[config.mk]
export PLATFORM = sky130hd
export DESIGN_NAME = irq_trace_top
export DESIGN_NICKNAME = d
export VERILOG_FILES = /design/src/source/trace_pkg.sv /design/src/source/irq_trace_top.sv /design/src/source/uart_tx.sv /design/src/source/cobs_frame_encoder.sv /design/src/source/trace_timestamp.sv /design/src/source/sync_fifo.sv
export VERILOG_INCLUDE_DIRS = /design/src /design/src/source
export SDC_FILE = /design/constraint.sdc
export NUM_CORES = 1
export LEC_CHECK = 0
export BUFFER_PORTS_ARGS = -buffer_cell sky130_fd_sc_hd__buf_2
export CAP_MARGIN = 20
export CORE_AREA = 2 2 179 181
export DETAILED_ROUTE_END_ITERATION = 8
export DIE_AREA = 0 0 181 183
export GPL_TIMING_DRIVEN = 1
export SLEW_MARGIN = 20
export SYNTH_ARGS = -nofsm -noshare
export SYNTH_HDL_FRONTEND = slang
export SYNTH_HIERARCHICAL = 1
export SYNTH_SLANG_ARGS = --single-unit
[constraint.sdc]
create_clock -name clk_i -period 5 [get_ports clk_i]
set_input_delay 1 -clock clk_i [delete_from_list [all_inputs] [get_ports clk_i]]
set_output_delay 1 -clock clk_i [all_outputs]
set_load 0.05 [all_outputs]
[src/source/trace_params.svh]
// trace path parameters for queue depths, serial bit rate and timestamp base
`ifndef TRACE_PARAMS_SVH
`define TRACE_PARAMS_SVH

// timestamp counter width in bits
`define TRACE_TS_WIDTH 16

// clocks per timestamp tick
`define TRACE_TICK_DIV 2

// event record queue depth
`define TRACE_EVT_DEPTH 4

// serial byte queue depth
`define TRACE_BYTE_DEPTH 8

// clocks per serial bit
`define TRACE_BAUD_DIV 4

`endif
[src/source/trace_pkg.sv]
// trace types shared by capture, framing and serial output
`include "trace_params.svh"

package trace_pkg;

  // one taken interrupt as reported by the core
  typedef struct packed {
    logic [7:0] id;
    logic [7:0] prio;
    logic       tail_chain;
  } irq_event_t;

  // free-running time base sampled at capture
  typedef logic [`TRACE_TS_WIDTH-1:0] timestamp_t;

  // queued event with its capture time
  typedef struct packed {
    irq_event_t evt;
    timestamp_t ts;
  } trace_record_t;

  typedef logic [7:0] byte_t;

  // payload is id, prio, flags, ts high, ts low
  localparam int TRACE_PAYLOAD_BYTES = 5;

endpackage

[src/source/irq_trace_top.sv]
// irq_trace_top: interrupt trace path from event strobe to COBS-framed serial line
`timescale 1ns / 1ps
`include "trace_params.svh"

module irq_trace_top (
    input  logic                  clk_i,
    input  logic                  reset_i,
    input  logic                  event_valid_i,
    input  trace_pkg::irq_event_t event_i,
    output logic                  tx_o,
    output logic                  queue_full_o
);
  import trace_pkg::*;

  // capture
  timestamp_t now;
  trace_timestamp timestamp (
      .clk_i,
      .reset_i,
      .now_o(now)
  );

  trace_record_t rec_in;
  assign rec_in = {event_i, now};

  trace_record_t evt_head;
  logic evt_empty;
  logic evt_full;
  logic evt_pop;
  // writes while full are dropped inside the queue
  sync_fifo #(
      .T(trace_record_t),
      .DEPTH(`TRACE_EVT_DEPTH)
  ) evt_q (
      .clk_i,
      .reset_i,
      .push_i (event_valid_i),
      .data_i (rec_in),
      .pop_i  (evt_pop),
      .data_o (evt_head),
      .full_o (evt_full),
      .empty_o(evt_empty)
  );
  assign queue_full_o = evt_full;

  // framing
  byte_t enc_byte;
  logic enc_push;
  logic byte_full;
  cobs_frame_encoder encoder (
      .clk_i,
      .reset_i,
      .rec_empty_i(evt_empty),
      .rec_i      (evt_head),
      .rec_pop_o  (evt_pop),
      .byte_full_i(byte_full),
      .byte_push_o(enc_push),
      .byte_o     (enc_byte)
  );

  byte_t byte_head;
  logic byte_empty;
  logic uart_pop;
  sync_fifo #(
      .T(byte_t),
      .DEPTH(`TRACE_BYTE_DEPTH)
  ) byte_q (
      .clk_i,
      .reset_i,
      .push_i (enc_push),
      .data_i (enc_byte),
      .pop_i  (uart_pop),
      .data_o (byte_head),
      .full_o (byte_full),
      .empty_o(byte_empty)
  );

  // serial out
  uart_tx uart (
      .clk_i,
      .reset_i,
      .empty_i(byte_empty),
      .data_i (byte_head),
      .pop_o  (uart_pop),
      .tx_o
  );

endmodule

[src/source/uart_tx.sv]
// uart_tx: 8N1 serial transmitter that pulls bytes from the byte queue when idle
`timescale 1ns / 1ps
`include "trace_params.svh"

module uart_tx (
    input  logic             clk_i,
    input  logic             reset_i,
    input  logic             empty_i,
    input  trace_pkg::byte_t data_i,
    output logic             pop_o,
    output logic             tx_o
);
  localparam int BaudW = (`TRACE_BAUD_DIV > 1) ? $clog2(`TRACE_BAUD_DIV) : 1;

  logic             busy_q;
  logic [3:0]       bit_cnt_q;
  logic [BaudW-1:0] baud_cnt_q;
  // stop, data lsb first, start
  logic [9:0]       shift_q;
  logic             bit_end;

  assign pop_o   = !busy_q && !empty_i;
  assign bit_end = (baud_cnt_q == BaudW'(`TRACE_BAUD_DIV - 1));

  // line idles high between bytes
  assign tx_o = busy_q ? shift_q[0] : 1'b1;

  always_ff @(posedge clk_i) begin
    if (reset_i) begin
      busy_q     <= 1'b0;
      bit_cnt_q  <= '0;
      baud_cnt_q <= '0;
    end else if (!busy_q) begin
      if (!empty_i) begin
        busy_q     <= 1'b1;
        bit_cnt_q  <= '0;
        baud_cnt_q <= '0;
      end
    end else begin
      if (bit_end) begin
        baud_cnt_q <= '0;
        bit_cnt_q  <= bit_cnt_q + 4'd1;
        // stop bit done
        if (bit_cnt_q == 4'd9) begin
          busy_q <= 1'b0;
        end
      end else begin
        baud_cnt_q <= baud_cnt_q + 1'b1;
      end
    end
  end

  always_ff @(posedge clk_i) begin
    if (pop_o) begin
      shift_q <= {1'b1, data_i, 1'b0};
    end else if (busy_q && bit_end) begin
      shift_q <= {1'b1, shift_q[9:1]};
    end
  end

endmodule

[src/source/cobs_frame_encoder.sv]
// cobs_frame_encoder: turns each trace record into a COBS-stuffed five-byte frame plus delimiter
`timescale 1ns / 1ps

module cobs_frame_encoder (
    input  logic                     clk_i,
    input  logic                     reset_i,
    input  logic                     rec_empty_i,
    input  trace_pkg::trace_record_t rec_i,
    output logic                     rec_pop_o,
    input  logic                     byte_full_i,
    output logic                     byte_push_o,
    output trace_pkg::byte_t         byte_o
);
  import trace_pkg::*;

  localparam logic [2:0] LastIdx = 3'(TRACE_PAYLOAD_BYTES - 1);

  typedef enum logic [2:0] {
    ST_IDLE,
    ST_LOAD,
    ST_CODE,
    ST_DATA,
    ST_DELIM
  } state_e;

  state_e state_q;
  logic [2:0] idx_q;

  trace_record_t rec_q;
  byte_t payload_q[TRACE_PAYLOAD_BYTES];
  logic [TRACE_PAYLOAD_BYTES-1:0] zero_q;
  logic [15:0] ts16;

  // code byte for a group starting at start, one plus the run of non-zero bytes
  function automatic byte_t code_at(input logic [TRACE_PAYLOAD_BYTES-1:0] mask,
                                    input logic [2:0] start);
    byte_t code;
    logic  found;
    code  = 8'd1;
    found = 1'b0;
    for (int i = 0; i < TRACE_PAYLOAD_BYTES; i++) begin
      if (i >= start && !found) begin
        if (mask[i]) begin
          found = 1'b1;
        end else begin
          code = code + 8'd1;
        end
      end
    end
    return code;
  endfunction

  assign ts16 = 16'(rec_q.ts);

  // head record is taken in the same cycle it is latched
  assign rec_pop_o = (state_q == ST_IDLE) && !rec_empty_i;

  assign byte_push_o = ((state_q == ST_CODE) || (state_q == ST_DATA) ||
                        (state_q == ST_DELIM)) && !byte_full_i;

  always_comb begin
    case (state_q)
      ST_CODE: byte_o = code_at(zero_q, 3'd0);
      // a zero in the payload is replaced by the next group's code
      ST_DATA: byte_o = zero_q[idx_q] ? code_at(zero_q, idx_q + 3'd1) : payload_q[idx_q];
      default: byte_o = 8'h00;
    endcase
  end

  always_ff @(posedge clk_i) begin
    if (reset_i) begin
      state_q <= ST_IDLE;
      idx_q   <= '0;
    end else begin
      case (state_q)
        ST_IDLE: begin
          if (!rec_empty_i) begin
            state_q <= ST_LOAD;
          end
        end
        ST_LOAD: begin
          idx_q   <= '0;
          state_q <= ST_CODE;
        end
        ST_CODE: begin
          if (!byte_full_i) begin
            state_q <= ST_DATA;
          end
        end
        ST_DATA: begin
          if (!byte_full_i) begin
            idx_q <= idx_q + 3'd1;
            if (idx_q == LastIdx) begin
              state_q <= ST_DELIM;
            end
          end
        end
        ST_DELIM: begin
          if (!byte_full_i) begin
            state_q <= ST_IDLE;
          end
        end
        default: state_q <= ST_IDLE;
      endcase
    end
  end

  // record capture and payload split
  always_ff @(posedge clk_i) begin
    if (rec_pop_o) begin
      rec_q <= rec_i;
    end
    if (state_q == ST_LOAD) begin
      payload_q[0] <= rec_q.evt.id;
      payload_q[1] <= rec_q.evt.prio;
      payload_q[2] <= {7'b0, rec_q.evt.tail_chain};
      payload_q[3] <= ts16[15:8];
      payload_q[4] <= ts16[7:0];
      zero_q[0]    <= (rec_q.evt.id == 8'h00);
      zero_q[1]    <= (rec_q.evt.prio == 8'h00);
      zero_q[2]    <= !rec_q.evt.tail_chain;
      zero_q[3]    <= (ts16[15:8] == 8'h00);
      zero_q[4]    <= (ts16[7:0] == 8'h00);
    end
  end

endmodule

[src/source/trace_timestamp.sv]
// trace_timestamp: wrapping time base that advances once per prescale period
`timescale 1ns / 1ps
`include "trace_params.svh"

module trace_timestamp (
    input  logic                 clk_i,
    input  logic                 reset_i,
    output trace_pkg::timestamp_t now_o
);
  localparam int PreW = (`TRACE_TICK_DIV > 1) ? $clog2(`TRACE_TICK_DIV) : 1;

  logic [PreW-1:0] pre_q;
  logic            tick;

  // one tick at the end of every prescale period
  assign tick = (pre_q == PreW'(`TRACE_TICK_DIV - 1));

  always_ff @(posedge clk_i) begin
    if (reset_i) begin
      pre_q <= '0;
      now_o <= '0;
    end else begin
      if (tick) begin
        pre_q <= '0;
        // wraps at full width
        now_o <= now_o + 1'b1;
      end else begin
        pre_q <= pre_q + 1'b1;
      end
    end
  end

endmodule

[src/source/sync_fifo.sv]
// sync_fifo: circular queue for any payload type with registered full and empty levels
`timescale 1ns / 1ps

module sync_fifo #(
    parameter type T     = logic [7:0],
    parameter int  DEPTH = 4
) (
    input  logic clk_i,
    input  logic reset_i,
    input  logic push_i,
    input  T     data_i,
    input  logic pop_i,
    output T     data_o,
    output logic full_o,
    output logic empty_o
);
  localparam int PtrW = (DEPTH > 1) ? $clog2(DEPTH) : 1;
  localparam int CntW = $clog2(DEPTH + 1);

  T mem[DEPTH];

  logic [PtrW-1:0] wr_ptr_q;
  logic [PtrW-1:0] rd_ptr_q;
  logic [CntW-1:0] count_q;
  logic [CntW-1:0] count_next;
  logic push_ok;
  logic pop_ok;

  function automatic logic [PtrW-1:0] next_ptr(input logic [PtrW-1:0] ptr);
    return (ptr == PtrW'(DEPTH - 1)) ? '0 : ptr + 1'b1;
  endfunction

  // full queue drops pushes, empty queue drops pops
  assign push_ok = push_i && !full_o;
  assign pop_ok  = pop_i && !empty_o;

  always_comb begin
    count_next = count_q;
    if (push_ok && !pop_ok) begin
      count_next = count_q + 1'b1;
    end else if (pop_ok && !push_ok) begin
      count_next = count_q - 1'b1;
    end
  end

  always_ff @(posedge clk_i) begin
    if (reset_i) begin
      wr_ptr_q <= '0;
      rd_ptr_q <= '0;
      count_q  <= '0;
      full_o   <= 1'b0;
      empty_o  <= 1'b1;
    end else begin
      if (push_ok) begin
        wr_ptr_q <= next_ptr(wr_ptr_q);
      end
      if (pop_ok) begin
        rd_ptr_q <= next_ptr(rd_ptr_q);
      end
      count_q <= count_next;
      full_o  <= (count_next == CntW'(DEPTH));
      empty_o <= (count_next == '0);
    end
  end

  always_ff @(posedge clk_i) begin
    if (push_ok) begin
      mem[wr_ptr_q] <= data_i;
    end
  end

  // head entry, valid whenever empty_o is low
  assign data_o = mem[rd_ptr_q];

endmodule

==> results.sh, run 1 <==
export IMPL_outcome="complete, no violations"
export IMPL_holdWs_ns=0.441
export IMPL_die_x_um=181
export IMPL_start_util_pct=44.4
export IMPL_grt_max_degree=45
export IMPL_die_h_um=183
export IMPL_power_density_nw_per_um2=462
export IMPL_h_tree_depth=2
export IMPL_relSlewSlack_pct=32.4
export IMPL_muxShareOfSynthArea_pct=10.6
export IMPL_wl_met3_um=776
export IMPL_cts_tree="built"
export IMPL_cp_start_kind="register"
export IMPL_grt_pass1_wl_um=38800
export IMPL_via_per_inst=5.35
export IMPL_ys_seq_area_share_pct=68.3
export IMPL_placed_area_um2=14300
export IMPL_cp_common_cell="ha_1"
export IMPL_clkLatencyLatePin_ns=0.52
export IMPL_cts_hold_buf=0
export IMPL_drc=0
export IMPL_synth_compound_area_share_pct=5.27
export IMPL_drtIter0Drc=324
export IMPL_num_rows=65
export IMPL_fin_setup_tns_ns=0
export IMPL_arrival_ns=4.69
export IMPL_synthXorXnorAreaFrac_pct=1.63
export IMPL_wl_per_cell_um=18.3
export IMPL_slew_viol_final=0
export IMPL_layout_nets=932
export IMPL_critPathSlowestCell="ha_1"
export IMPL_clock_path_buffers=3
export IMPL_fmax_mhz=223
export IMPL_drive_gt1_share_pct=19.3
export IMPL_synth_edf_count=275
export IMPL_tightest_slew_ns=1.01
export IMPL_wl_met1_um=10700
export IMPL_final_common_cell="edfxtp_1"
export IMPL_synth_area_um2=13900
export IMPL_regArea_um2=9460
export IMPL_rsz0062_at_grt="no"
export IMPL_num_vias=7033
export IMPL_hpwlAfterDp_um=15100
export IMPL_instances_no_fill=1315
export IMPL_cp_end_kind="register"
export IMPL_cts_setup_buffers=0
export IMPL_post_route_period_util_pct=89.7
export IMPL_top_layer="met4"
export IMPL_crit_type="register to register"
export IMPL_hold_viol_final=0
export IMPL_final_area_um2=15500
export IMPL_synthFlopType="edfxtp_1"
export IMPL_cap_violations=0
export IMPL_finalCriticalPeriod_ns=4.49
export IMPL_async_flop_share_pct=0
export IMPL_syn_to_final_growth_pct=11.8
export IMPL_synth_seq_cells=335
export IMPL_grtUsageTotal_pct=14.9
export IMPL_netlist_area_leader_share_pct=59.6
export IMPL_synth_top_family_by_area="multiplexers"
export IMPL_multiInputGateArea_um2=4100
export IMPL_leakage_nw=5.20
export IMPL_cts_resized_gates=0
export IMPL_synth_fa_ha_area_share_pct=2.44
export IMPL_max_stage_delay_ns=0.43
export IMPL_die_area_um2=33100
export IMPL_drt_first_pass_iters=5
export IMPL_synth_top_area_cell="edfxtp_1"
export IMPL_setup_viol=0
export IMPL_cts_root_buffer="clkbuf_16"
export IMPL_wl_um=24000
export IMPL_coreArea_um2=31200
export IMPL_skew_ns=0.0154
export IMPL_ys_types=78
export IMPL_clkSinkCount=335
export IMPL_crit_chain="inv_1 -> ha_1 -> nor2b_4 -> nor2_1 -> or3_4 -> ha_1 -> a21oi_1 -> a221oi_2 -> ha_1 -> mux2_4 -> ha_1 -> mux2_4 -> ha_1 -> mux2_2 -> o21ai_1 -> o31ai_1"
export IMPL_syn_nets=897
export IMPL_synth_area_leaders="edfxtp_1 60%, dfxtp_1 8.7%, mux4_2 5.7%"
export IMPL_cp_data_required_time_ns=5.20
export IMPL_antenna_found_initial=0
export IMPL_placed_cells=1248
export IMPL_grt_pass1_vias=7178
export IMPL_final_cell_mix="275 x edfxtp_1, 59 x nor2_1, 59 x dfxtp_1"
export IMPL_routabilityCongestion=0.735
export IMPL_syn_inst=850
export IMPL_antennaDiodeCount=0
export IMPL_grt_ovfl_total=0
export IMPL_yosys_warnings=6
export IMPL_fillers=2616
export IMPL_max_vdd_ir_drop_mv=0.286
export IMPL_ioPinCount=22
export IMPL_wl_met2_um=12000
export IMPL_syn_avg_cell_area_um2=16.3
export IMPL_clkTransAtPathRegs_ns=0.06
export IMPL_hold_path_class="register to register"
export IMPL_io_buffers=21
export IMPL_numCtsBuffers=37
export IMPL_drtAntennaViolNets=0
export IMPL_yosys_area_share_simple_pct=9.28
export IMPL_path_max_fanout=8
## layer usage
metal / track usage, % / vias up
li1: - / 3407
met1: 19.5 / 3498
met2: 25.7 / 93
met3: 2.58 / 35
met4: 4.72 / 0
met5: 0 / -
## critical path, delay by kind of cell, from the launching register on
family,cells,cell delay [ns]
adders and majority gates,5,1.55
muxes,3,0.84
AOI/OAI and AO/OA,4,0.67
and+or+nand+nor,3,0.63
DFF,1,0.39
buffers and inverters,1,0.11
## registers in the layout (all words and copies together) (netlist names), 4 cells and up, named ones only
register,flops
uart/shift_q,9
byte_q/mem,64
encoder/payload_q,33
encoder/rec_q,17
uart/bit_cnt_q,4
encoder/ts16,16
evt_q/mem,132
encoder/zero_q,5
byte_q/count_q,4
timestamp/now_o,16
## power breakdown
part	internal [mW]	switching, mW	leakage (nW)
clock	1.49	1.05	0.566
sequential	3.42	0.214	3.09
combinational	0.429	0.555	1.55
## cell families after synthesis
family / after synthesis
flip-flops: 335
buffers and inverters: 59
XOR/XNOR: 22
multiplexers: 74
AO/OA/AOI/OAI: 103
AND/OR/NAND/NOR: 230
adder cells (fa/ha/maj): 27
## per-stage QoR
stage	setup slack (ns)	power (mW)	utilization (%)
finish	0.514	7.16	49.6
floorplan	0.669	4.42	-
CTS	0.457	7.27	49.6
detailed placement	0.458	4.71	45.9
global route	0.204	7.51	49.6
global placement	0.565	4.68	45.9
## final timing paths
path                    start                       to  slack (ns)  cells past startpoint
min reg2reg  encoder/ts16[11]  encoder/payload_q[3][3]        0.44                      0
min          encoder/ts16[11]  encoder/payload_q[3][3]        0.44                      0
max reg2reg  encoder/idx_q[1]         byte_q/mem[1][1]        0.51                     16
max          encoder/idx_q[1]         byte_q/mem[1][1]        0.51                     16
## cells in the mapped netlist (3+ instances only)
cell,count
a211oi_1,4
a21boi_0,3
a21o_1,4
a21oi_1,34
a22oi_1,8
a311oi_1,3
a31oi_1,5
a32o_1,8
and2_1,7
and3_1,4
buf_2,10
buf_6,11
clkbuf_1,11
dfxtp_1,60
edfxtp_1,275
ha_1,27
inv_1,21
mux2_2,19
mux4_1,16
mux4_2,35
nand2_1,44
nand2b_1,11
nand3_1,12
nand3b_1,3
nand4_1,10
nor2_1,60
nor2b_1,8
nor3_1,21
nor3b_1,5
nor4_1,6
o211ai_1,4
o21ai_0,8
o21ai_1,4
o31ai_1,3
or3_1,3
or4_1,11
xnor2_1,11
xor2_1,8
## final cells by class
type | count | share of cell area, %
multi-input cells | 456 | 26.4
flip-flops and latches | 335 | 61.1
clock inverters | 17 | 0.905
well taps | 402 | 3.25
repair buffers | 32 | 1.21
inverters | 23 | 0.557
clock buffers | 50 | 6.56
No activity file was read; power rests on OpenSTA's default activity.
==> run 2: changes to the inputs <==
--- a/config.mk
+++ b/config.mk
@@ -8,9 +8,9 @@
 export LEC_CHECK = 0
 export BUFFER_PORTS_ARGS = -buffer_cell sky130_fd_sc_hd__buf_2
 export CAP_MARGIN = 20
-export CORE_AREA = 2 2 179 181
+export CORE_AREA = 2 2 213 152
 export DETAILED_ROUTE_END_ITERATION = 8
-export DIE_AREA = 0 0 181 183
+export DIE_AREA = 0 0 215 154
 export GPL_TIMING_DRIVEN = 1
 export SLEW_MARGIN = 20
 export SYNTH_ARGS = -nofsm -noshare
==> constraint.sdc (replaced) <==
create_clock -name clk_i -period 4.97 [get_ports clk_i]
set_input_delay 0.994 -clock clk_i [delete_from_list [all_inputs] [get_ports clk_i]]
set_output_delay 0.994 -clock clk_i [all_outputs]
set_load 0.05 [all_outputs]
==> run 2 against run 1 <==
  * Global-route usage increased by 0.72 points
  * Highest routed layer unchanged
  * Wire length increased by 4.5%
  * Combinational power increased by 4%
  * Sequential cell count unchanged
==> results.sh, run 2 (synthesis gave the netlist of run 1 again) <==
export IMPL_finalCriticalPeriod_ns=4.64
export IMPL_grt_pass1_wl_um=40500
export IMPL_wl_um=25100
export IMPL_slew_viol_final=0
export IMPL_hold_path_class="register to register"
export IMPL_drc=0
export IMPL_drive_gt1_share_pct=18.9
export IMPL_final_common_cell="edfxtp_1"
export IMPL_seq_power_share_pct=50.5
export IMPL_clock_path_buffers=3
export IMPL_cts_setup_buffers=0
export IMPL_post_route_period_util_pct=93.4
export IMPL_tightest_slew_ns=0.921
export IMPL_largest_register="evt_q/mem"
export IMPL_start_util_pct=44.8
export IMPL_hold_viol_final=0
export IMPL_layout_nets=932
export IMPL_setup_viol=0
export IMPL_relSlewSlack_pct=38.5
export IMPL_grtUsageTotal_pct=15.7
export IMPL_h_tree_depth=2
export IMPL_grt_pass1_vias=7138
export IMPL_fin_setup_tns_ns=0
export IMPL_drtIter0Drc=619
export IMPL_drt_first_pass_iters=5
export IMPL_combPwrFrac_pct=14.2
export IMPL_cp_common_cell="ha_1"
export IMPL_wl_per_cell_um=18.8
export IMPL_leakage_nw=5.19
export IMPL_cp_start_kind="register"
export IMPL_holdPathStages=0
export IMPL_final_cell_mix="275 x edfxtp_1, 59 x nor2_1, 59 x dfxtp_1"
export IMPL_crit_type="register to register"
export IMPL_crit_chain="inv_1 -> ha_1 -> nor2b_4 -> nor2_1 -> or3_4 -> ha_1 -> a21oi_1 -> a221oi_2 -> ha_1 -> mux2_4 -> ha_1 -> mux2_4 -> ha_1 -> mux2_2 -> o21ai_1 -> o31ai_1"
export IMPL_placed_area_um2=14400
export IMPL_drtAntennaViolNets=0
export IMPL_rsz0062_at_grt="no"
export IMPL_die_x_um=215
export IMPL_clkLatencyLatePin_ns=0.51
export IMPL_syn_to_final_growth_pct=11.9
export IMPL_clkPwrFrac_pct=35.4
export IMPL_p_sw_share_pct=25.1
export IMPL_cts_hold_buf=0
export IMPL_grt_max_degree=39
export IMPL_path_max_fanout=10
export IMPL_outcome="complete, no violations"
export IMPL_antenna_found_initial=0
export IMPL_cts_tree="built"
export IMPL_max_stage_delay_ns=0.55
export IMPL_critPathSlowestCell="dfxtp_1"
export IMPL_ioPinCount=22
export IMPL_arrival_ns=4.84
export IMPL_p_int_mw=5.42
export IMPL_cap_violations=0
export IMPL_max_vdd_ir_drop_mv=0.259
export IMPL_cp_data_required_time_ns=5.17
export IMPL_cp_end_kind="register"
export IMPL_final_area_um2=15500
export IMPL_num_rows=54
export IMPL_via_per_inst=5.35
export IMPL_routabilityCongestion=0.793
export IMPL_top_regs="evt_q/mem x132, byte_q/mem x64, encoder/payload_q x33"
export IMPL_coreArea_um2=30900
export IMPL_io_buffers=21
export IMPL_r2r_cells=16
export IMPL_antennaDiodeCount=0
export IMPL_numCtsBuffers=34
export IMPL_p_total_mw=7.23
export IMPL_hpwlAfterDp_um=15700
export IMPL_cts_root_buffer="clkbuf_16"
export IMPL_clkSinkCount=335
export IMPL_skew_ns=0.0130
export IMPL_switchingPower_mw=1.81
export IMPL_fillers=2639
export IMPL_largest_reg_flops=132
export IMPL_num_vias=7126
export IMPL_die_h_um=154
export IMPL_die_area_um2=33100
export IMPL_clkTransAtPathRegs_ns=0.06
export IMPL_cts_resized_gates=0
export IMPL_power_density_nw_per_um2=466
export IMPL_fmax_mhz=215
export IMPL_grt_ovfl_total=0
==> run 2: final cells by class <==
cell class                 count  area (um^2)  share of cell area, %
tap                          420          526                   3.39
timing repair buffer          35          218                   1.40
clock inverter                15          145                  0.936
inverter                      23         86.3                  0.557
clock buffer                  47          983                   6.34
sequential                   335         9460                   61.0
multi-input combinational    456         4090                   26.4
==> run 2: critical path: cells and delay by family, from the launching register on <==
| kind | cells | cell delay, ns |
|---|---|---|
| AND/OR/NAND/NOR | 3 | 0.62 |
| buffers and inverters | 1 | 0.16 |
| AO/OA/AOI/OAI | 4 | 0.67 |
| flip-flops | 1 | 0.55 |
| adder cells (fa/ha/maj) | 5 | 1.50 |
| multiplexers | 3 | 0.84 |
==> run 2: path summary, 6_finish.rpt <==
kind / end / startpoint / slack (ns)
min reg2reg: encoder/payload_q[3][3] / encoder/ts16[11] / 0.44
max reg2reg: byte_q/mem[0][1] / encoder/idx_q[0] / 0.33
min: encoder/payload_q[3][3] / encoder/ts16[11] / 0.44
max: byte_q/mem[0][1] / encoder/idx_q[0] / 0.33
==> run 2: power by group through the flow <==
stage,Sequential (mW),Clock [mW],Combinational [mW]
after floorplan,3.60,0,0.853
after global placement,3.71,0,1.01
after detailed placement,3.71,0,1.03
after CTS,3.65,2.63,1.03
after global routing,3.69,2.74,1.14
final,3.65,2.56,1.02
==> run 2: through the flow <==
step           utilization, %  setup slack [ns]  hold WS (ns)  std cells
2_1_floorplan               -             0.639         0.417        850
3_3_place_gp             46.4             0.449         0.429       1268
3_5_place_dp             46.4             0.367         0.430       1268
4_1_cts                  50.1             0.343         0.439       1330
5_1_grt                  50.1            0.0545         0.454       1331
6_report                 50.1             0.327         0.436       1331
==> run 2: routing by layer <==
layer	share of wire (%)	global-route usage [%]	wire length, um
met5	0	0	0
met1	52	24.6	12900
met3	4.2	2.67	1060
met2	42	22.4	10600
met4	1.9	4.37	478
